**config.mk**
```make
export PLATFORM = sky130hd
export DESIGN_NAME = lsu_lrsc
export DESIGN_NICKNAME = d
export VERILOG_FILES = /design/src/hdl/lsu_conf_pkg.sv /design/src/hdl/lsu_pkg.sv /design/src/hdl/lsu_lrsc.sv
export SDC_FILE = /design/constraint.sdc
export NUM_CORES = 1
export LEC_CHECK = 0
export BUFFER_PORTS_ARGS = -buffer_cell sky130_fd_sc_hd__buf_2
export CORE_MARGIN = 3
export CORE_UTILIZATION = 52
export DETAILED_ROUTE_END_ITERATION = 16
export PLACE_DENSITY = 0.79
export SYNTH_ARGS = -nofsm -noshare
export SYNTH_HDL_FRONTEND = slang
export SYNTH_SLANG_ARGS = --single-unit
```
**constraint.sdc**
```tcl
create_clock -name i_clk -period 4.9 [get_ports i_clk]
set_input_delay 0.98 -clock i_clk [delete_from_list [all_inputs] [get_ports i_clk]]
set_output_delay 0.98 -clock i_clk [all_outputs]
set_load 0.01 [all_outputs]
```
**src/hdl/lsu_conf_pkg.sv**
```systemverilog
// Sizing constants for the two-port load/store unit; import it wherever a width or a count is needed.
package lsu_conf_pkg;

  // Number of load/store ports that share the data memory and the reservation.
  localparam int LSU_INST_NUM = 2;

  // Word-address width. Addresses count whole words, never bytes.
  localparam int PADDR_W = 8;

  // Data word width.
  localparam int XLEN = 32;

  // Width of the request tag that is echoed back in the response.
  localparam int TAG_W = 4;

  // One memory word for every word address.
  localparam int MEM_DEPTH = 1 << PADDR_W;

endpackage
```
**src/hdl/lsu_pkg.sv**
```systemverilog
// Types shared by the load/store unit modules: addresses, data, opcodes, requests and responses.
package lsu_pkg;

  import lsu_conf_pkg::*;

  // Word address into the shared data memory.
  typedef logic [PADDR_W-1:0] paddr_t;

  // One data word.
  typedef logic [XLEN-1:0] xdata_t;

  // Request tag, returned unchanged with the response.
  typedef logic [TAG_W-1:0] tag_t;

  // Request kinds. LR and SC follow the RISC-V load-reserved and store-conditional rules.
  typedef enum logic [1:0] {
    LOAD  = 2'd0,
    STORE = 2'd1,
    LR    = 2'd2,
    SC    = 2'd3
  } lsu_op_e;

  // One request as it arrives on a port.
  typedef struct packed {
    lsu_op_e op;
    paddr_t  paddr;
    xdata_t  wdata;
    tag_t    tag;
  } lsu_req_t;

  // One response. For LOAD and LR rdata is the memory word, for SC it is 0 on
  // success and 1 on failure, and for STORE it is zero.
  typedef struct packed {
    xdata_t rdata;
    tag_t   tag;
  } lsu_resp_t;

  // What a pipe tells the reservation block in the cycle its execute stage advances.
  typedef struct packed {
    logic   lr_update_valid;
    logic   sc_check_valid;
    paddr_t paddr;
  } lrsc_req_t;

endpackage

```
**src/hdl/lsu_lrsc.sv**
```systemverilog
// Shared LR/SC reservation register; every pipe sends its LR and SC actions here and reads back the SC result.
`timescale 1ns/1ps

module lsu_lrsc import lsu_conf_pkg::*, lsu_pkg::*; (
  input  logic      i_clk,
  input  logic      i_reset_n,
  input  lrsc_req_t i_lrsc_req [LSU_INST_NUM],
  output logic      o_sc_success
);

  logic   r_resv_valid;
  paddr_t r_resv_paddr;

  logic   w_lr_any;
  logic   w_sc_any;
  paddr_t w_lr_paddr;
  paddr_t w_sc_paddr;

  // Priority select over the ports. The loop runs from the highest index down,
  // so the lowest port that raises a flag is the one whose address is kept.
  always_comb begin
    w_lr_any   = 1'b0;
    w_sc_any   = 1'b0;
    w_lr_paddr = '0;
    w_sc_paddr = '0;
    for (int p = LSU_INST_NUM - 1; p >= 0; p--) begin
      if (i_lrsc_req[p].lr_update_valid) begin
        w_lr_any   = 1'b1;
        w_lr_paddr = i_lrsc_req[p].paddr;
      end
      if (i_lrsc_req[p].sc_check_valid) begin
        w_sc_any   = 1'b1;
        w_sc_paddr = i_lrsc_req[p].paddr;
      end
    end
  end

  // An LR anywhere sets the reservation, and it beats an SC in the same cycle.
  // Any SC, whether it passes or not, drops the reservation.
  always_ff @(posedge i_clk or negedge i_reset_n) begin
    if (!i_reset_n) begin
      r_resv_valid <= 1'b0;
    end else if (w_lr_any) begin
      r_resv_valid <= 1'b1;
    end else if (w_sc_any) begin
      r_resv_valid <= 1'b0;
    end
  end

  always_ff @(posedge i_clk) begin
    if (w_lr_any) begin
      r_resv_paddr <= w_lr_paddr;
    end
  end

  // The check uses the reservation as it stood at the start of the cycle, so
  // an LR in the same cycle cannot make an SC pass.
  assign o_sc_success = r_resv_valid & (r_resv_paddr == w_sc_paddr);

endmodule

```
==> flow_summary.toml, run 1 <==
[outcome]
outcome = "finished, final reports clean"

[sta]
max_freq_mhz = 301
worst_clock_skew_on_the_final_layout_ps = 0
post_route_clock_period_utilization = 0.679
timing.setup.tns_ps = 0
setup_violations = 0
report.final.slew_viol_count = 0
final_hold_viols = 0
period_needed_ps = 3330
worst_slew_margin_rel = 0.667
timing_worst_slew_pin_value_ps = 498
rsz_0062_raised_after_global_routing = "no"
finalWorstSetupSlack_ps = 1570

[grt]
grt_start_max_net_pins = 26
wire_length_of_the_first_global_routing_pass_um = 2610
grt_antenna_before_repair = 0
grt_pass1_vias = 594
gr-usage-all-layers = 0.191
grt.overflow.total = 0

[power]
power_frac_clock = 0.298
p_sw_uw = 55.2
power.switching_fraction = 0.274
power.leakage_uw = 0.000363
internal-power_uw = 146
power_density_nw_per_um2 = 248
power.ir.vdd_worst_mv = 0.167
combinationalPowerShare = 0.220
pwr-share-seq = 0.482

[layout]
total_non_filler_cell_area_in_the_finished_layout_sq_um = 813
final_layout_size_suffix_gt1_frac = 0.304
instances_no_fill = 106
synthToLayoutAreaGrowth_pct = 18.8
final_net_count = 115
antenna_cells_inserted = 0
final_util = 0.694

[die]
top_level_ports = 23
die_height_um = 42.3
die_width_um = 42.3
number_of_rows_in_the_core_area = 12
floorplan.die_area_sq_um = 1790
core_area_sq_um = 1170
floorplan.initialDensity = 0.584

[synth]
synth_area_leader_cell = "edfxtp_1"
netlist_top_cells_area = "edfxtp_1, nand3b_1, a22o_1"
synth.avg_cell_area_sq_um = 9.78
post_synth_inst_count = 70
ys_types = 25
number_of_synthesized_flops_with_an_enable_pin = 8
ys.flop_type = "edfxtp_1"
ys_top_cells_by_count = "edfxtp_1, nand2_1, nand3b_1"
ys_warn_count = 0
synth_sequential_area_ratio = 0.388
syn_area_sq_um = 684
synth.ff_latch_count = 9
syn-num-nets = 92
synthDominantCellAreaShare = 0.351
async_set_or_reset_register_ratio_after_synthesis = 0.111

[drt]
vias = 649
detail-route-antenna-nets = 0
viasPerCell = 6.12
post-route-drc-count = 0
avgRoutedWirePerCell_um = 15.3
detail_route.iter0.violations = 21
detail_route.wirelength_um = 1620
drt_first_pass_iters = 4

[critical_path]
critical_path.max_fanout = 25
critPathLaunch = "i_lrsc_req[18]"
start_to_end_type_of_the_worst_setup_path = "in2out"
crit-reg2reg-capture = "r_resv_valid"
ff2ff_path_depth = 1
crit_path_start_kind = "input port"
critPathArrivalTime_ps = 2350
timing.critical_path.to_type = "output port"
worst-endpoint-required_ps = 3920
critPathCapture = "o_sc_success"
crit-reg2reg-launch = "r_resv_valid"
r2r_setup_slk_ps = 4240

[cts]
numClockSinks = 9
clk_transition_reported_paths_ps = 60
cts_htree_levels = 1
clkLatencyLatePin_ps = 260
clock_tree_from_tritoncts = "built"
postCtsResizedCells = 0
postCtsHoldBufs = 0
post_cts_buffers = 0
cts-buffers-inserted = 3
clk_root_buffer_cell = "clkbuf_4"
ctsLongestPathBuffers = 2

[placed_design]
place_inst = 102
hpwl_um = 1180
post-place-ws_ps = 1570
io_buffers = 22
dpl-instance-area_sq_um = 787
gp_congestion = 0.737

[flow_run]
drv.max_cap_violation_count = 0

[worst_hold_path]
timing.hold.worst.class = "in2async"
==> state kept, by name (all words and copies together) (netlist names) <==
signal / cells
r_resv_valid: 1
r_resv_paddr: 8
==> area by class of cell <==
cell class,count,area [sq um]
Clock buffer,4,26.3
Fill cell,101,358
Inverter,1,3.75
Multi-Input combinational cell,56,390
Sequential cell,9,265
Tap cell,14,17.5
Timing Repair Buffer,22,110
==> logic make-up after synthesis <==
logic type             count (synthesis)  synth area share
buffers and inverters                  5            0.0420
DFF                                    9             0.388
and+or+nand+nor                       33             0.331
AOI/OAI and AO/OA                     23             0.239
==> how the worst min path moves through the flow <==
stage	from	depth (start not counted)	to
final	i_reset_n	1	r_resv_valid
after global routing	i_reset_n	1	r_resv_valid
after CTS	i_reset_n	1	r_resv_valid
after detailed placement	r_resv_valid	1	r_resv_valid
after global placement	r_resv_valid	1	r_resv_valid
after floorplan	r_resv_valid	1	r_resv_valid
==> metrics by stage <==
step                hold WS [ps]  power (uW)
finish                       479         202
global route                 471         212
CTS                          470         203
detailed placement           484         143
global placement             459         140
floorplan                    450         126
==> layer usage <==
layer | GRT usage | vias up | wire, um
li1 | - | 321 | -
met1 | 0.248 | 305 | 725
met2 | 0.301 | 19 | 768
met3 | 0.0386 | 4 | 97
met4 | 0.0932 | 0 | 31
met5 | 0 | - | 0
==> worst max-delay path, stage by stage <==
cell      delay (ps)
buf_2            290
and3_1           210
a211oi_1          50
or4_4            530
nor4_2           120
buf_2            160
==> layout by cell type (no fill, tap or decap), drive strengths merged, types with 3 or more instances in the layout <==
master | synthesis | layout
a211oi | 4 | 4
a21boi | 3 | 3
a21oi | 4 | 4
a22o | 6 | 6
and3 | 4 | 4
and3b | 3 | 3
and4b | 4 | 4
buf | 3 | 22
clkbuf | 1 | 4
edfxtp | 8 | 8
nand2 | 8 | 8
nand3b | 8 | 8
==> power groups by stage <==
stage | combinational [uW] | clock, uW | sequential [uW]
final | 44.3 | 60.1 | 97.3
after detailed placement | 43.9 | 0 | 98.6
after global placement | 42.3 | 0 | 97.8
after floorplan | 28.8 | 0 | 97.0
after global routing | 49.5 | 64.9 | 98.0
after CTS | 44.3 | 61.8 | 96.9
No activity file was read; power rests on OpenSTA's default activity.
==> run 2, diff against run 1 <==
--- a/config.mk
+++ b/config.mk
@@ -5,11 +5,12 @@
 export SDC_FILE = /design/constraint.sdc
 export NUM_CORES = 1
 export LEC_CHECK = 0
+export ABC_AREA = 1
 export BUFFER_PORTS_ARGS = -buffer_cell sky130_fd_sc_hd__buf_2
 export CORE_MARGIN = 3
-export CORE_UTILIZATION = 52
+export CORE_UTILIZATION = 48
 export DETAILED_ROUTE_END_ITERATION = 16
-export PLACE_DENSITY = 0.79
+export PLACE_DENSITY = 0.73
 export SYNTH_ARGS = -nofsm -noshare
 export SYNTH_HDL_FRONTEND = slang
 export SYNTH_SLANG_ARGS = --single-unit
==> constraint.sdc (replaced) <==
create_clock -name i_clk -period 3.1 [get_ports i_clk]
set_input_delay 0.62 -clock i_clk [delete_from_list [all_inputs] [get_ports i_clk]]
set_output_delay 0.62 -clock i_clk [all_outputs]
set_load 0.01 [all_outputs]
==> flow_summary.toml, run 2 <==
[layout]
final_net_count = 154
multiInputGateArea_sq_um = 355
synthToLayoutAreaGrowth_pct = 16.9
most-common-layout-cells = "nand2_1, nand3_1, buf_2"
sequential_cell_area_sq_um = 265
instances_no_fill = 146
top_regs = "r_resv_paddr (8), r_resv_valid (1)"
antenna_cells_inserted = 0
number_of_flip_flops_under_the_largest_register_name = 8
total_non_filler_cell_area_in_the_finished_layout_sq_um = 832
layout.cells.most_common = "nand2_1"
final_layout_size_suffix_gt1_frac = 0.206
largest_register = "r_resv_paddr"
fillCellCount = 134

[die]
floorplan.die_area_sq_um = 1980
top_level_ports = 23
floorplan.initialDensity = 0.527
die_height_um = 44.5
number_of_rows_in_the_core_area = 13
die_width_um = 44.5
core_area_sq_um = 1350

[sta]
worst_slew_margin_rel = 0.758
post_route_clock_period_utilization = 0.719
setup_violations = 0
worst_clock_skew_on_the_final_layout_ps = 0
period_needed_ps = 2230
max_freq_mhz = 448
final_hold_viols = 0
report.final.slew_viol_count = 0
timing.setup.tns_ps = 0
finalWorstSetupSlack_ps = 870
rsz_0062_raised_after_global_routing = "no"
timing_worst_slew_pin_value_ps = 363

[critical_path]
cp_common_cell = "nand3_1"
critical_path.max_fanout = 11
critPathArrivalTime_ps = 1610
crit_path_start_kind = "input port"
worst_path_max_delay_cell = "inv_2"
r2r_setup_slk_ps = 2450
timing.critical_path.to_type = "output port"
crit_path_cell_trace = "buf_2, inv_2, nand3_1, nand3_1, nand2_1, nor2_1, nand3_1, nor2_1, buf_2"
worst-endpoint-required_ps = 2480
slowest_delay_ps = 180
start_to_end_type_of_the_worst_setup_path = "in2out"

[synth]
synth_compound_area_frac = 0.0562
post_synth_inst_count = 110
yosys.area_share.simple = 0.443
synth.avg_cell_area_sq_um = 6.47
post-synth-top-count-cell = "nand2_1"
muxShareOfSynthArea = 0
synth_adder_area_share = 0
synth_area_leader_cell = "edfxtp_1"
post_synth_xor_area_fraction = 0
synth_sequential_area_ratio = 0.373
synthDominantCellAreaShare = 0.337
ys_warn_count = 0
synth.ff_latch_count = 9
number_of_synthesized_flops_with_an_enable_pin = 8
netlist_top_cells_area = "edfxtp_1, nand2_1, nand3_1"
syn_area_sq_um = 712
ys_types = 15
async_set_or_reset_register_ratio_after_synthesis = 0.111
syn-num-nets = 132
ys_top_cells_by_count = "nand2_1, nand3_1, inv_1"
largest_family_of_logic_cells_by_synthesized_area = "simple AND/OR/NAND/NOR gates"
ys.flop_type = "edfxtp_1"

[cts]
numClockSinks = 9
cts-buffers-inserted = 3
clkLatencyLatePin_ps = 260
clk_root_buffer_cell = "clkbuf_4"
postCtsResizedCells = 0
postCtsHoldBufs = 0
ctsLongestPathBuffers = 2
post_cts_buffers = 0
clk_transition_reported_paths_ps = 60
clock_tree_from_tritoncts = "built"
cts_htree_levels = 1

[power]
power.ir.vdd_worst_mv = 0.202
power_density_nw_per_um2 = 388
power.leakage_uw = 0.000460

[grt]
gr-usage-all-layers = 0.190
grt.overflow.total = 0
wire_length_of_the_first_global_routing_pass_um = 2740
grt_antenna_before_repair = 0
grt_pass1_vias = 638
grt_start_max_net_pins = 15

[flow_run]
drv.max_cap_violation_count = 0

[drt]
detail_route.wirelength_um = 1660
avgRoutedWirePerCell_um = 11.3
detail-route-antenna-nets = 0
drt_first_pass_iters = 4
post-route-drc-count = 0
viasPerCell = 5.09
detail_route.iter0.violations = 13
vias = 743

[placed_design]
post-place-ws_ps = 871
hpwl_um = 1260
io_buffers = 22
gp_congestion = 0.778
dpl-instance-area_sq_um = 806
place_inst = 142

[worst_hold_path]
timing.hold.worst.class = "in2async"

[outcome]
outcome = "finished, final reports clean"
## run 2: kinds of logic (layout without fill, tap and decap cells)
logic type | Yosys count | count (layout)
simple gates | 73 | 73
compound gates | 8 | 8
flops | 9 | 9
buf+inv | 20 | 41
## run 2: metrics by stage
step                utilization  total power [uW]  hold WS [ps]
floorplan                     -               206           324
global placement          0.597               229           396
detailed placement        0.597               231           401
CTS                       0.616               326           122
global route              0.616               345           119
finish                    0.616               323           123
## run 2: where the power goes
group | switching (uW) | leakage (uW) | internal, uW
combinational | 44.3 | 0.000351 | 30.9
clock | 44.2 | 0.0000150 | 49.7
sequential | 6.74 | 0.0000936 | 147
## run 2: metal layers
layer  track usage  routed length [um]
met4        0.0964                  33
met3        0.0366                 116
met5             0                   0
met2         0.301                 751
met1         0.243                 754
## run 2: path summary, 6_finish.rpt
path	startpoint	end	cells after the start
worst max-delay path	i_lrsc_req[18]	o_sc_success	9
min in group i_clk	r_resv_valid	r_resv_valid	2
worst max register to register	r_resv_valid	r_resv_valid	2
worst min register to register	r_resv_valid	r_resv_valid	2
max in group asynchronous	i_reset_n	r_resv_valid	1
worst min-delay path	i_reset_n	r_resv_valid	1
## run 2: cell type report
cell class / count / area share
timing repair buffer: 22 / 0.132
multi-input combinational: 81 / 0.427
inverter: 15 / 0.0677
tap: 15 / 0.0226
clock buffer: 4 / 0.0316
sequential: 9 / 0.319
## run 2: critical path: cells and delay by family
family | cells | cell delay (ps)
buffers and inverters | 3 | 480
and+or+nand+nor | 6 | 500
