**src/hdl/lsu_conf_pkg.sv**
```systemverilog
// Sizing constants for the two-port load/store unit; import it wherever a width or a count is needed.
package lsu_conf_pkg;

  // Number of load/store ports that share the data memory and the reservation.
  localparam int LSU_INST_NUM = 2;

  // Word-address width. Addresses count whole words, never bytes.
  localparam int PADDR_W = 8;

  // Data word width.
  localparam int XLEN = 32;

  // Width of the request tag that is echoed back in the response.
  localparam int TAG_W = 4;

  // One memory word for every word address.
  localparam int MEM_DEPTH = 1 << PADDR_W;

endpackage
```
**src/hdl/lsu_pkg.sv**
```systemverilog
// Types shared by the load/store unit modules: addresses, data, opcodes, requests and responses.
package lsu_pkg;

  import lsu_conf_pkg::*;

  // Word address into the shared data memory.
  typedef logic [PADDR_W-1:0] paddr_t;

  // One data word.
  typedef logic [XLEN-1:0] xdata_t;

  // Request tag, returned unchanged with the response.
  typedef logic [TAG_W-1:0] tag_t;

  // Request kinds. LR and SC follow the RISC-V load-reserved and store-conditional rules.
  typedef enum logic [1:0] {
    LOAD  = 2'd0,
    STORE = 2'd1,
    LR    = 2'd2,
    SC    = 2'd3
  } lsu_op_e;

  // One request as it arrives on a port.
  typedef struct packed {
    lsu_op_e op;
    paddr_t  paddr;
    xdata_t  wdata;
    tag_t    tag;
  } lsu_req_t;

  // One response. For LOAD and LR rdata is the memory word, for SC it is 0 on
  // success and 1 on failure, and for STORE it is zero.
  typedef struct packed {
    xdata_t rdata;
    tag_t   tag;
  } lsu_resp_t;

  // What a pipe tells the reservation block in the cycle its execute stage advances.
  typedef struct packed {
    logic   lr_update_valid;
    logic   sc_check_valid;
    paddr_t paddr;
  } lrsc_req_t;

endpackage

```
**src/hdl/lsu_pipe.sv**
```systemverilog
// One port's two-stage load/store pipeline; lsu_top instantiates one per port in front of the shared memory.
`timescale 1ns/1ps

module lsu_pipe import lsu_pkg::*; (
  input  logic      i_clk,
  input  logic      i_reset_n,

  // Request side.
  input  logic      i_req_valid,
  output logic      o_req_ready,
  input  lsu_req_t  i_req,

  // Response side.
  output logic      o_resp_valid,
  input  logic      i_resp_ready,
  output lsu_resp_t o_resp,

  // Reservation block.
  output lrsc_req_t o_lrsc_req,
  input  logic      i_sc_success,

  // This port's memory port.
  output logic      o_mem_en,
  output logic      o_mem_we,
  output paddr_t    o_mem_addr,
  output xdata_t    o_mem_wdata,
  input  xdata_t    i_mem_rdata
);

  // Goes high one cycle after reset is released and opens the request side.
  logic     r_run;

  // Execute stage.
  logic     r_ex_valid;
  lsu_req_t r_ex_req;

  // Response stage.
  logic     r_resp_valid;
  lsu_op_e  r_resp_op;
  tag_t     r_resp_tag;
  logic     r_resp_sc_fail;

  logic     w_req_fire;
  logic     w_ex_advance;
  logic     w_ex_is_lr;
  logic     w_ex_is_sc;
  logic     w_ex_is_store;

  // The execute stage moves on only when the response stage is empty or is
  // being drained in this same cycle. Everything the stage does to memory and
  // to the reservation is tied to this signal, so a stall repeats nothing.
  assign w_ex_advance = r_ex_valid & (~r_resp_valid | i_resp_ready);

  // A new request fits when the execute stage is empty or is leaving.
  assign o_req_ready = r_run & (~r_ex_valid | w_ex_advance);
  assign w_req_fire  = i_req_valid & o_req_ready;

  assign w_ex_is_lr    = (r_ex_req.op == LR);
  assign w_ex_is_sc    = (r_ex_req.op == SC);
  assign w_ex_is_store = (r_ex_req.op == STORE);

  always_ff @(posedge i_clk or negedge i_reset_n) begin
    if (!i_reset_n) begin
      r_run        <= 1'b0;
      r_ex_valid   <= 1'b0;
      r_resp_valid <= 1'b0;
    end else begin
      r_run <= 1'b1;

      if (w_req_fire) begin
        r_ex_valid <= 1'b1;
      end else if (w_ex_advance) begin
        r_ex_valid <= 1'b0;
      end

      if (w_ex_advance) begin
        r_resp_valid <= 1'b1;
      end else if (i_resp_ready) begin
        r_resp_valid <= 1'b0;
      end
    end
  end

  always_ff @(posedge i_clk) begin
    if (w_req_fire) begin
      r_ex_req <= i_req;
    end
    if (w_ex_advance) begin
      r_resp_op      <= r_ex_req.op;
      r_resp_tag     <= r_ex_req.tag;
      r_resp_sc_fail <= ~i_sc_success;
    end
  end

  // Reservation actions, raised only in the cycle the stage advances.
  assign o_lrsc_req.lr_update_valid = w_ex_advance & w_ex_is_lr;
  assign o_lrsc_req.sc_check_valid  = w_ex_advance & w_ex_is_sc;
  assign o_lrsc_req.paddr           = r_ex_req.paddr;

  // Every request touches memory once. LOAD and LR read, STORE writes, and an
  // SC writes only when the reservation check passes in the same cycle.
  assign o_mem_en    = w_ex_advance;
  assign o_mem_we    = w_ex_advance & (w_ex_is_store | (w_ex_is_sc & i_sc_success));
  assign o_mem_addr  = r_ex_req.paddr;
  assign o_mem_wdata = r_ex_req.wdata;

  assign o_resp_valid = r_resp_valid;
  assign o_resp.tag   = r_resp_tag;

  // The memory holds its read data while this port issues nothing, and the
  // port issues nothing while a response waits, so rdata stays stable.
  always_comb begin
    o_resp.rdata = '0;
    case (r_resp_op)
      LOAD:    o_resp.rdata = i_mem_rdata;
      LR:      o_resp.rdata = i_mem_rdata;
      SC:      o_resp.rdata = xdata_t'(r_resp_sc_fail);
      STORE:   o_resp.rdata = '0;
      default: o_resp.rdata = '0;
    endcase
  end

endmodule

```
**config.mk**
```make
export PLATFORM = sky130hd
export DESIGN_NAME = lsu_pipe
export DESIGN_NICKNAME = d
export VERILOG_FILES = /design/src/hdl/lsu_conf_pkg.sv /design/src/hdl/lsu_pkg.sv /design/src/hdl/lsu_pipe.sv
export SDC_FILE = /design/constraint.sdc
export NUM_CORES = 1
export LEC_CHECK = 0
export BUFFER_PORTS_ARGS = -buffer_cell sky130_fd_sc_hd__buf_4
export CAP_MARGIN = 20
export CORE_MARGIN = 2
export CORE_UTILIZATION = 36
export DETAILED_ROUTE_END_ITERATION = 10
export PLACE_DENSITY_LB_ADDON = 0.25
export SLEW_MARGIN = 30
export SYNTH_ARGS = -nofsm -noshare
export SYNTH_HDL_FRONTEND = slang
export SYNTH_SLANG_ARGS = --single-unit
```
**constraint.sdc**
```tcl
create_clock -name i_clk -period 3.4 [get_ports i_clk]
set_input_delay 0.34 -clock i_clk [delete_from_list [all_inputs] [get_ports i_clk]]
set_output_delay 0.34 -clock i_clk [all_outputs]
set_load 0.05 [all_outputs]
```
==> run summary, run 1 <==
largest family of logic cells by synthesized area - buffers and inverters
share of cells above drive strength 1 - 64.8%
Crit Path Category - register to primary output
mux cell area share after synthesis - 0%
CP peak stage delay - 0.50 ns
grt ovf - 0
Post-Synth XOR/XNOR Area - 0%
worst path required time - 3.06 ns
1st-pass router iterations - 4
CP delay by family, top - simple AND/OR/NAND/NOR gates
post-synthesis sequential element count - 56
initial antenna violation count - 0
post-cts gate resize count - 0
Syn Area/Cell - 15.2 um^2
crit path DAT - 1.66 ns
I/O Pins - 173
Mapped Cells - 154
via count - 1,528
die span in y - 84.7 um
post-synthesis sequential area ratio - 71.0%
Via density - 4.20
DR DRC count - 0
clock-pin slew on the worst setup and hold paths - 0.10 ns
crit share post-route - 58.9%
yosys warns - 0
clk_lat worst skew - 0.30 ns
core footprint - 0.00631 mm^2
Initial Util - 37.2%
row cnt - 29
Pleak - 1.57 nW
post-synthesis adder-cell area fraction - 0%
fin. max-slew vios - 0
power per cell area - 458 mW/mm^2
simple-gate share of the synthesized area - 11.0%
htree depth - 2
Syn Nets - 237
VDD IR max - 314 uV
critical path's slowest cell - nor2b_1
CTS tree - done
ranking of synthesized cells by area - edfxtp_1 68%, buf_4 16%, nor2b_1 8.3%
final setup fails - 0
P&R area growth vs syn - 49.8%
CP Cell Sequence - nor2b_4, nor2b_1, buf_4
area post-placement - 0.00338 mm^2
min-delay worst type - input pin to register
post-synth top area share - 67.8%
DRT Wirelength - 4860 um
power after layout - 1.61 mW
largest net degree at the start of global routing - 34
Crit Path Max Fanout - 8
final non-filler cell area - 0.00352 mm^2
Hold-fix buffers, CTS - 1
post-route setup TNS - 0 ns
initial DRC count - 29
Total Routing Usage GR - 13.1%
Port Buf Inserts - 172
Setup Fix Bufs, Post-CTS - 0
number of max-cap violations - 0
final hold vios - 0
area leader, netlist - edfxtp_1
Final nets - 369
Compound-Gate Fraction of Synth Area - 1.44%
crit path launch type - register
first-pass GRT wire length - 7290 um
CP Capture Type - primary output
Clock Path Buffers - 2
clk root buf - clkbuf_8
CTS Buf Count - 5
drt wl/cell - 13.3 um
CTS Sinks - 56
status - complete, no violations
Inserted Diodes - 0
global placement routability congestion - 0.740
Mapped Area - 0.00235 mm^2
die area - 0.00718 mm^2
vias in the first global route - 1,570
Buf/Inv on CP - 1
Tmin final - 2.00 ns
Clock Skew - 0.00868 ns
Worst Tran Pin Value - 0.622 ns
Max transition margin - 58.4%
unrepaired setup endpoints after global routing - no
remaining antenna violation count after routing - 0
Distinct cells, synth - 19
post-DP HPWL - 3990 um
DIE WIDTH - 84.7 um
achievable frequency - 0.499 GHz
==> cells in the mapped netlist <==
cell type / n
buf_2: 2
a22o_1: 1
dfrtp_1: 3
nor4bb_2: 1
and2b_1: 1
nor2b_1: 31
edfxtp_1: 53
nor3b_1: 1
a21oi_1: 1
nand2_1: 2
inv_1: 2
nand3_1: 1
a21boi_0: 1
o21ai_0: 1
a211oi_1: 1
conb_1: 1
nor2b_4: 1
or2_2: 1
buf_4: 49
==> cell families after synthesis <==
group | after synthesis
flops | 56
compound gates | 5
buf+inv | 53
other cells | 1
simple gates | 39
==> registers in the layout, summed over array words and instances, names as in the netlist <==
register and cells:
r_resp_sc_fail 1, o_resp_valid 1, r_resp_op 2, r_ex_valid 1
r_ex_req 6, o_mem_addr 8, r_run 1, r_resp_tag 4
o_mem_wdata 32
==> stage by stage <==
step	cells	hold WS, ns	utilization [%]	setup slack, ns
finish	364	0.207	55.7	1.40
global placement	354	0.131	53.6	1.66
floorplan	154	0.0444	-	0.913
detailed placement	354	0.131	53.6	1.57
CTS	363	0.191	55.5	1.23
global route	364	0.184	55.7	1.26
==> where the power goes <==
part | total, mW | switching (mW) | internal [mW] | leakage [nW]
logic | 0.382 | 0.241 | 0.141 | 0.979
clock network | 0.420 | 0.202 | 0.218 | 0.0558
registers | 0.808 | 0.0148 | 0.793 | 0.532
total | 1.61 | 0.458 | 1.15 | 1.57
==> placed cells by master (no fill, tap or decap), types with 2 or more instances in the layout <==
master / count
nor2b_1: 31
dfrtp_1: 3
nand2_1: 2
edfxtp_1: 53
buf_4: 174
clkbuf_8: 5
inv_1: 2
==> per-layer routing <==
layer	GRT usage, %	part of all wire, %
met5	0	0
met4	5.48	2.1
met3	7.57	15
met2	23.8	52
met1	11.7	30
==> final timing paths <==
| kind | startpoint | to | slack (ns) | depth (start not counted) |
|---|---|---|---|---|
| worst max-delay path | o_resp_valid$_DFFE_PN0P_ | o_mem_en | 1.40 | 3 |
| worst min-delay path | i_req[16] | o_mem_wdata[12]$_DFFE_PP_ | 0.21 | 1 |
| worst max register to register | o_resp_valid$_DFFE_PN0P_ | o_mem_wdata[5]$_DFFE_PP_ | 1.65 | 3 |
| worst min register to register | r_ex_req[3]$_DFFE_PP_ | r_resp_tag[3]$_DFFE_PP_ | 0.43 | 0 |
| min in group asynchronous | i_reset_n | o_resp_valid$_DFFE_PN0P_ | 0.36 | 2 |
| max in group asynchronous | i_reset_n | r_ex_valid$_DFFE_PN0P_ | 2.95 | 2 |
==> final cells by class <==
class,count,area [um^2]
Clock buffer,5,68.8
Clock inverter,3,42.5
Fill cell,524,2800
Inverter,2,7.51
Multi-Input combinational cell,45,307
Sequential cell,56,1670
Tap cell,77,96.3
Timing Repair Buffer,176,1330
No activity file was read; power rests on OpenSTA's default activity.
==> inputs of run 2 (changes only) <==
ABC_AREA = 1   (was unset)
CORE_UTILIZATION = 37   (was 36)
clock period = 1.62 ns   (was 3.4 ns; I/O delays follow)
==> run 2 against run 1 <==
Net effect: sequential share of layout area is 0.76 points lower; critical endpoint unchanged; clock-buffer cell count stayed put; clock skew hardly changed; clock power is 66% higher; non-clock buffer count stayed put; synthesized cell count is 26% higher; largest power group unchanged; hold slack worse by 0.17 ns; global-route usage is 0.075 points higher.
==> run summary, run 2 <==
status - complete, no violations (unchanged)
post-synthesis sequential element count - 56 (unchanged)
CP Capture Type - primary output (unchanged)
Clk pwr share - 21.6% (was 26.1%)
grt peak-use layer - met2 (unchanged)
area leader, netlist - edfxtp_1 (unchanged)
CTS Sinks - 56 (unchanged)
post-synth top area share - 64.8% (was 67.8%)
most instantiated cells after synthesis - 53 x edfxtp_1, 48 x buf_4, 39 x inv_1 (was 53 x edfxtp_1, 49 x buf_4, 31 x nor2b_1)
Switch Pwr - 0.969 mW (was 0.458 mW)
share of cells above drive strength 1 - 60.3% (was 64.8%)
top_reg_cell synth - edfxtp_1 (unchanged)
grt ovf - 0 (unchanged)
Critical R2R Launch - o_resp_valid$_DFFE_PN0P_ (unchanged)
Syn Area/Cell - 12.7 um^2 (was 15.2 um^2)
Reg-to-Reg End - r_ex_req[44]$_DFFE_PP_ (was o_mem_wdata[5]$_DFFE_PP_)
P&R area growth vs syn - 45.5% (was 49.8%)
post-DP HPWL - 3980 um (was 3990 um)
1st-pass router iterations - 4 (unchanged)
Post-synth EDFFs - 53 (unchanged)
power per cell area - 902 mW/mm^2 (was 458 mW/mm^2)
core footprint - 0.00639 mm^2 (was 0.00631 mm^2)
CTS tree - done (unchanged)
first-pass GRT wire length - 7480 um (was 7290 um)
crit path launch type - register (unchanged)
remaining antenna violation count after routing - 0 (unchanged)
commonest non-fill, non-tap cell in the layout - buf_4 (unchanged)
Tmin final - 1.47 ns
Total Routing Usage GR - 13.2% (was 13.1%)
Pleak - 1.74 nW (was 1.57 nW)
DR DRC count - 0 (unchanged)
Buf/Inv on CP - 2 (was 1)
r2r setup slk - 0.34 ns (was 1.65 ns)
Clock Skew - 0.00883 ns (was 0.00868 ns)
initial DRC count - 56 (was 29)
Port Buf Inserts - 172 (unchanged)
drt wl/cell - 12.2 um (was 13.3 um)
final non-filler cell area - 0.00358 mm^2 (was 0.00352 mm^2)
critical path's slowest cell - dfrtp_2 (was nor2b_1)
simple-gate share of the synthesized area - 8.60% (was 11.0%)
Worst R2R Path Depth - 4 (was 3)
fin. max-slew vios - 0 (unchanged)
Crit Path Category - register to primary output (unchanged)
mux cell area share after synthesis - 0% (unchanged)
global placement routability congestion - 0.663 (was 0.740)
Mapped Area - 0.00246 mm^2 (was 0.00235 mm^2)
pre-CTS WS - 0.315 ns (was 1.57 ns)
Setup Fix Bufs, Post-CTS - 0 (unchanged)
clk root buf - clkbuf_8 (unchanged)
GR Util met3 - 6.93% (was 7.57%)
unrepaired setup endpoints after global routing - no (unchanged)
clk_lat worst skew - 0.30 ns (about the same)
worst path required time - 1.46 ns (was 3.06 ns)
post-synthesis sequential area ratio - 67.8% (was 71.0%)
die span in y - 85.5 um (was 84.7 um)
switching share of power - 30.1% (was 28.4%)
Final nets - 408 (was 369)
Int Pwr - 2.26 mW (was 1.15 mW)
Post-Synth XOR/XNOR Area - 0% (unchanged)
vias in the first global route - 1,590 (was 1,570)
Clock Path Buffers - 2 (unchanged)
htree depth - 2 (unchanged)
Synth async-reset ratio - 5.36% (unchanged)
most frequent cell after synthesis - edfxtp_1 (unchanged)
setup ws final - 0.146 ns (was 1.40 ns)
Distinct cells, synth - 14 (was 19)
min-delay worst type - input pin to register (unchanged)
sequential power share - 52.4% (was 50.2%)
yosys warns - 0 (unchanged)
Crit Path Max Fanout - 8 (unchanged)
post-route setup TNS - 0 ns (unchanged)
row cnt - 29 (unchanged)
final hold vios - 0 (unchanged)
DRT Wirelength - 4910 um (was 4860 um)
Syn Nets - 277 (was 237)
Logic pwr share - 25.9% (was 23.7%)
CP dominant cell by count - nand2_1
final setup fails - 0 (unchanged)
VDD IR max - 549 uV (was 314 uV)
post-synthesis adder-cell area fraction - 0% (unchanged)
CP peak stage delay - 0.43 ns (was 0.50 ns)
Inserted Diodes - 0 (unchanged)
via count - 1,631 (was 1,528)
largest net degree at the start of global routing - 47 (was 34)
clock-pin slew on the worst setup and hold paths - 0.09 ns (was 0.10 ns)
crit share post-route - 91.0%
ranking of synthesized cells by area - edfxtp_1 65%, buf_4 15%, inv_1 6.0% (was edfxtp_1 68%, buf_4 16%, nor2b_1 8.3%)
power after layout - 3.23 mW (was 1.61 mW)
DIE WIDTH - 85.5 um (was 84.7 um)
CP delay by family, top - flip-flops (was simple AND/OR/NAND/NOR gates)
initial antenna violation count - 0 (unchanged)
I/O Pins - 173 (unchanged)
Mapped Cells - 194 (was 154)
Setup crit end - o_mem_en (unchanged)
Via density - 4.06 (was 4.20)
Stages on worst setup path - 4 (was 3)
Compound-Gate Fraction of Synth Area - 0.611% (was 1.44%)
grt met2 use - 24.2% (was 23.8%)
met1 usage in global routing - 12.9% (was 11.7%)
crit path DAT - 1.31 ns (was 1.66 ns)
most frequent cells in the layout - 174 x buf_4, 53 x edfxtp_1, 38 x inv_1, 24 x nor2_1, 6 x nor2_2 (was 174 x buf_4, 53 x edfxtp_1, 31 x nor2b_1, 5 x clkbuf_8, 3 x dfrtp_1)
Critical path origin - o_resp_valid$_DFFE_PN0P_ (unchanged)
area post-placement - 0.00348 mm^2 (was 0.00338 mm^2)
CP Cell Sequence - nand2_1, nand2_1, inv_4, buf_4 (was nor2b_4, nor2b_1, buf_4)
CTS Buf Count - 5 (unchanged)
Largest register FFs - 32 (unchanged)
Initial Util - 38.5% (was 37.2%)
achievable frequency - 0.678 GHz
die area - 0.00731 mm^2 (was 0.00718 mm^2)
largest family of logic cells by synthesized area - buffers and inverters (unchanged)
number of max-cap violations - 0 (unchanged)
-- run 2: changes by cell type in the layout (fill, tap and decap cells not counted), moves of 2 or more --
cell,change
inv_1,+36
nand2_1,+2
nor2_1,+24
nor2_2,+6
nor2_4,+5
nor2b_1,-31
-- run 2: cell type report --
| type | count | area (um^2) |
|---|---|---|
| Inverter | 39 | 149 |
| Clock inverter | 2 | 12.5 |
| Multi-Input combinational cell | 47 | 245 |
| Fill cell | 529 | 2810 |
| Clock buffer | 5 | 68.8 |
| Tap cell | 77 | 96.3 |
| Sequential cell | 56 | 1670 |
| Timing Repair Buffer | 176 | 1340 |
-- run 2: per-stage QoR --
step           instances  utilization (%)  hold WS, ns
6_report             402             56.0       0.0332
5_1_grt              402             56.0      0.00996
4_1_cts              402             56.0       0.0190
3_5_place_dp         394             54.5      -0.0465
3_3_place_gp         394             54.5      -0.0459
2_1_floorplan        194                -       -0.134
-- run 2: worst min-delay path by stage --
| stage | start | end | slack (ns) | depth (start not counted) |
|---|---|---|---|---|
| 2_1_floorplan | i_reset_n | o_resp_valid$_DFFE_PN0P_ | -0.13 | 0 |
| 3_3_place_gp | i_reset_n | r_run$_DFF_PN0_ | -0.05 | 1 |
| 3_5_place_dp | i_reset_n | r_run$_DFF_PN0_ | -0.05 | 1 |
| 4_1_cts | i_req[35] | o_mem_wdata[31]$_DFFE_PP_ | 0.02 | 1 |
| 5_1_grt | i_req[43] | o_mem_addr[7]$_DFFE_PP_ | 0.01 | 1 |
| 6_report | i_req[35] | o_mem_wdata[31]$_DFFE_PP_ | 0.03 | 1 |
-- run 2: power by group through the flow --
stage | Sequential (mW) | Combinational [mW] | Clock [mW]
after floorplan | 1.75 | 0.545 | 0
after global placement | 1.72 | 0.837 | 0
after detailed placement | 1.73 | 0.842 | 0
after CTS | 1.69 | 0.846 | 0.736
after global routing | 1.70 | 0.882 | 0.789
final | 1.69 | 0.837 | 0.698
-- run 2: logic make-up (layout without fill, tap and decap cells) --
group / count (synthesis) / in the layout
AOI/OAI and AO/OA: 3 / 3
other: 1 / 1
buffers and inverters: 91 / 222
and+or+nand+nor: 43 / 43
DFF: 56 / 56
-- run 2: what timing repair did --
item                       in CTS  in global routing
hold buffers                    1                  0
hold endpoints to repair        3                  0
gates resized for setup         1                  1
setup endpoints to repair       1                  1
-- run 2: per-layer routing --
metal  wire length (um)  vias to the layer above
met4                 38                        0
met5                  0                        -
met1               1480                      718
met3                698                        4
li1                   -                      808
met2               2690                      101
==> inputs of run 3 (changes only) <==
CORE_MARGIN = 3   (was 2)
SETUP_SLACK_MARGIN = 0.3   (was unset)
==> run 3 against run 2 <==
Net effect: hold slack lost 0.0092 ns; clock power grew 6.7%; clock-buffer cell count is the same; power grew 11%; global-route usage grew 2.7 points; flip-flop and latch count is the same.
==> run summary, run 3 (synthesis gave the netlist of run 2 again) <==
status - complete, no violations (unchanged)
most frequent cells in the layout - 138 x buf_4, 53 x edfxtp_1, 36 x inv_1, 35 x nor2_4, 28 x buf_8 (was 174 x buf_4, 53 x edfxtp_1, 38 x inv_1, 24 x nor2_1, 6 x nor2_2)
initial antenna violation count - 0 (unchanged)
htree depth - 2 (unchanged)
worst path required time - 1.46 ns (about the same)
Via density - 4.23 (was 4.06)
share of cells above drive strength 1 - 72.5% (was 60.3%)
switching share of power - 31.3% (was 30.1%)
initial DRC count - 14 (was 56)
Largest register FFs - 32 (unchanged)
Tmin final - 1.54 ns (was 1.47 ns)
final setup fails - 0 (unchanged)
global placement routability congestion - 0.691 (was 0.663)
DRT Wirelength - 6790 um (was 4910 um)
first-pass GRT wire length - 9020 um (was 7480 um)
DIE WIDTH - 87.5 um (was 85.5 um)
setup ws final - 0.0814 ns (was 0.146 ns)
Port Buf Inserts - 172 (unchanged)
largest net degree at the start of global routing - 26 (was 47)
fin util - 70.9% (was 56.0%)
fill cell count - 426 (was 529)
drt wl/cell - 15.9 um (was 12.2 um)
final hold vios - 0 (unchanged)
core footprint - 0.00639 mm^2 (unchanged)
Logic pwr share - 32.0% (was 25.9%)
Clock Path Buffers - 2 (unchanged)
hold slack - 0.0240 ns (was 0.0332 ns)
Int Pwr - 2.47 mW (was 2.26 mW)
achievable frequency - 0.650 GHz (was 0.678 GHz)
die area - 0.00766 mm^2 (was 0.00731 mm^2)
vias in the first global route - 1,862 (was 1,590)
unrepaired setup endpoints after global routing - yes (was no)
Switch Pwr - 1.13 mW (was 0.969 mW)
pre-CTS WS - 0.230 ns (was 0.315 ns)
CTS Sinks - 56 (unchanged)
Pleak - 2.04 nW (was 1.74 nW)
clock-pin slew on the worst setup and hold paths - 0.10 ns (was 0.09 ns)
DR DRC count - 0 (unchanged)
P&R area growth vs syn - 84.3% (was 45.5%)
clk_lat worst skew - 0.30 ns (about the same)
CP Capture Type - primary output (unchanged)
post-DP HPWL - 4290 um (was 3980 um)
remaining antenna violation count after routing - 0 (unchanged)
I/O Pins - 173 (unchanged)
die span in y - 87.5 um (was 85.5 um)
CTS tree - done (unchanged)
Clock Skew - 0.00545 ns (was 0.00883 ns)
fin. max-slew vios - 0 (unchanged)
clk root buf - clkbuf_8 (unchanged)
post-route setup TNS - 0 ns (unchanged)
min-delay worst type - input pin to register (unchanged)
Clk pwr share - 20.7% (was 21.6%)
row cnt - 29 (unchanged)
crit path DAT - 1.38 ns (was 1.31 ns)
via count - 1,800 (was 1,631)
sequential power share - 47.3% (was 52.4%)
commonest non-fill, non-tap cell in the layout - buf_4 (unchanged)
number of max-cap violations - 0 (unchanged)
crit share post-route - 95.0% (was 91.0%)
Inserted Diodes - 0 (unchanged)
1st-pass router iterations - 2 (was 4)
VDD IR max - 692 uV (was 549 uV)
grt ovf - 0 (unchanged)
Total Routing Usage GR - 15.9% (was 13.2%)
Initial Util - 38.5% (unchanged)
Crit Path Category - register to primary output (unchanged)
power per cell area - 794 mW/mm^2 (was 902 mW/mm^2)
Crit Path Max Fanout - 4 (was 8)
CTS Buf Count - 5 (unchanged)
Final nets - 431 (was 408)
crit path launch type - register (unchanged)
==> run 3: cell type report <==
| type | count | area (um^2) | share of cell area [%] |
|---|---|---|---|
| repair buffers | 199 | 2020 | 44.6 |
| clock buffers | 5 | 68.8 | 1.52 |
| multi-input cells | 47 | 507 | 11.2 |
| inverters | 39 | 153 | 3.37 |
| flip-flops and latches | 56 | 1670 | 36.9 |
| clock inverters | 3 | 17.5 | 0.387 |
| well taps | 77 | 96.3 | 2.13 |
==> run 3: per-layer routing <==
| layer | global-route usage, % | share of wire [%] | up-vias |
|---|---|---|---|
| li1 | - | - | 864 |
| met5 | 0 | 0 | - |
| met1 | 13.7 | 28 | 828 |
| met2 | 31.6 | 59 | 101 |
| met4 | 4.60 | 1.0 | 0 |
| met3 | 7.47 | 12 | 7 |
==> run 3: power groups by stage <==
| stage | Combinational, mW | Clock [mW] | Sequential, mW |
|---|---|---|---|
| 2_1_floorplan | 0.573 | 0 | 1.75 |
| 3_5_place_dp | 0.873 | 0 | 1.73 |
| 6_report | 1.15 | 0.745 | 1.70 |
| 3_3_place_gp | 0.866 | 0 | 1.72 |
| 5_1_grt | 1.20 | 0.827 | 1.71 |
| 4_1_cts | 1.05 | 0.773 | 1.69 |
==> run 3: path summary, 6_finish.rpt <==
check / start / end / slack [ns] / cells past startpoint
setup / recovery: r_resp_op[0]$_DFFE_PP_ / o_resp[24] / 0.08 / 4
min in group asynchronous: i_reset_n / r_ex_valid$_DFFE_PN0P_ / 0.17 / 2
hold / removal: i_req[34] / o_mem_wdata[30]$_DFFE_PP_ / 0.02 / 1
setup reg to reg: o_resp_valid$_DFFE_PN0P_ / o_mem_wdata[4]$_DFFE_PP_ / 0.18 / 7
max in group asynchronous: i_reset_n / o_resp_valid$_DFFE_PN0P_ / 1.35 / 2
hold reg to reg: r_ex_req[0]$_DFFE_PP_ / r_resp_tag[0]$_DFFE_PP_ / 0.43 / 0
==> run 3: through the flow <==
stage | cell area [um^2] | power, mW | instances
2_1_floorplan | 2560 | 2.33 | 194
3_3_place_gp | 3570 | 2.59 | 394
3_5_place_dp | 3570 | 2.60 | 394
4_1_cts | 4220 | 3.52 | 419
5_1_grt | 4530 | 3.73 | 426
6_report | 4530 | 3.59 | 426
==> run 3: timing repair <==
| action | in CTS | in global routing |
|---|---|---|
| hold endpoints to repair | 3 | 0 |
| setup buffers | 10 | 3 |
| gates resized for setup | 75 | 50 |
| endpoints found under the setup margin | 58 | 83 |
| cloned | 6 | 4 |
| hold buffers | 1 | 0 |
| pin swaps | 9 | 30 |
==> run 3: critical path, stage by stage, from the launching register on <==
cell,delay [ns]
edfxtp_1,0.47
buf_6,0.17
clkbuf_16,0.16
nor2_4,0.11
buf_8,0.16
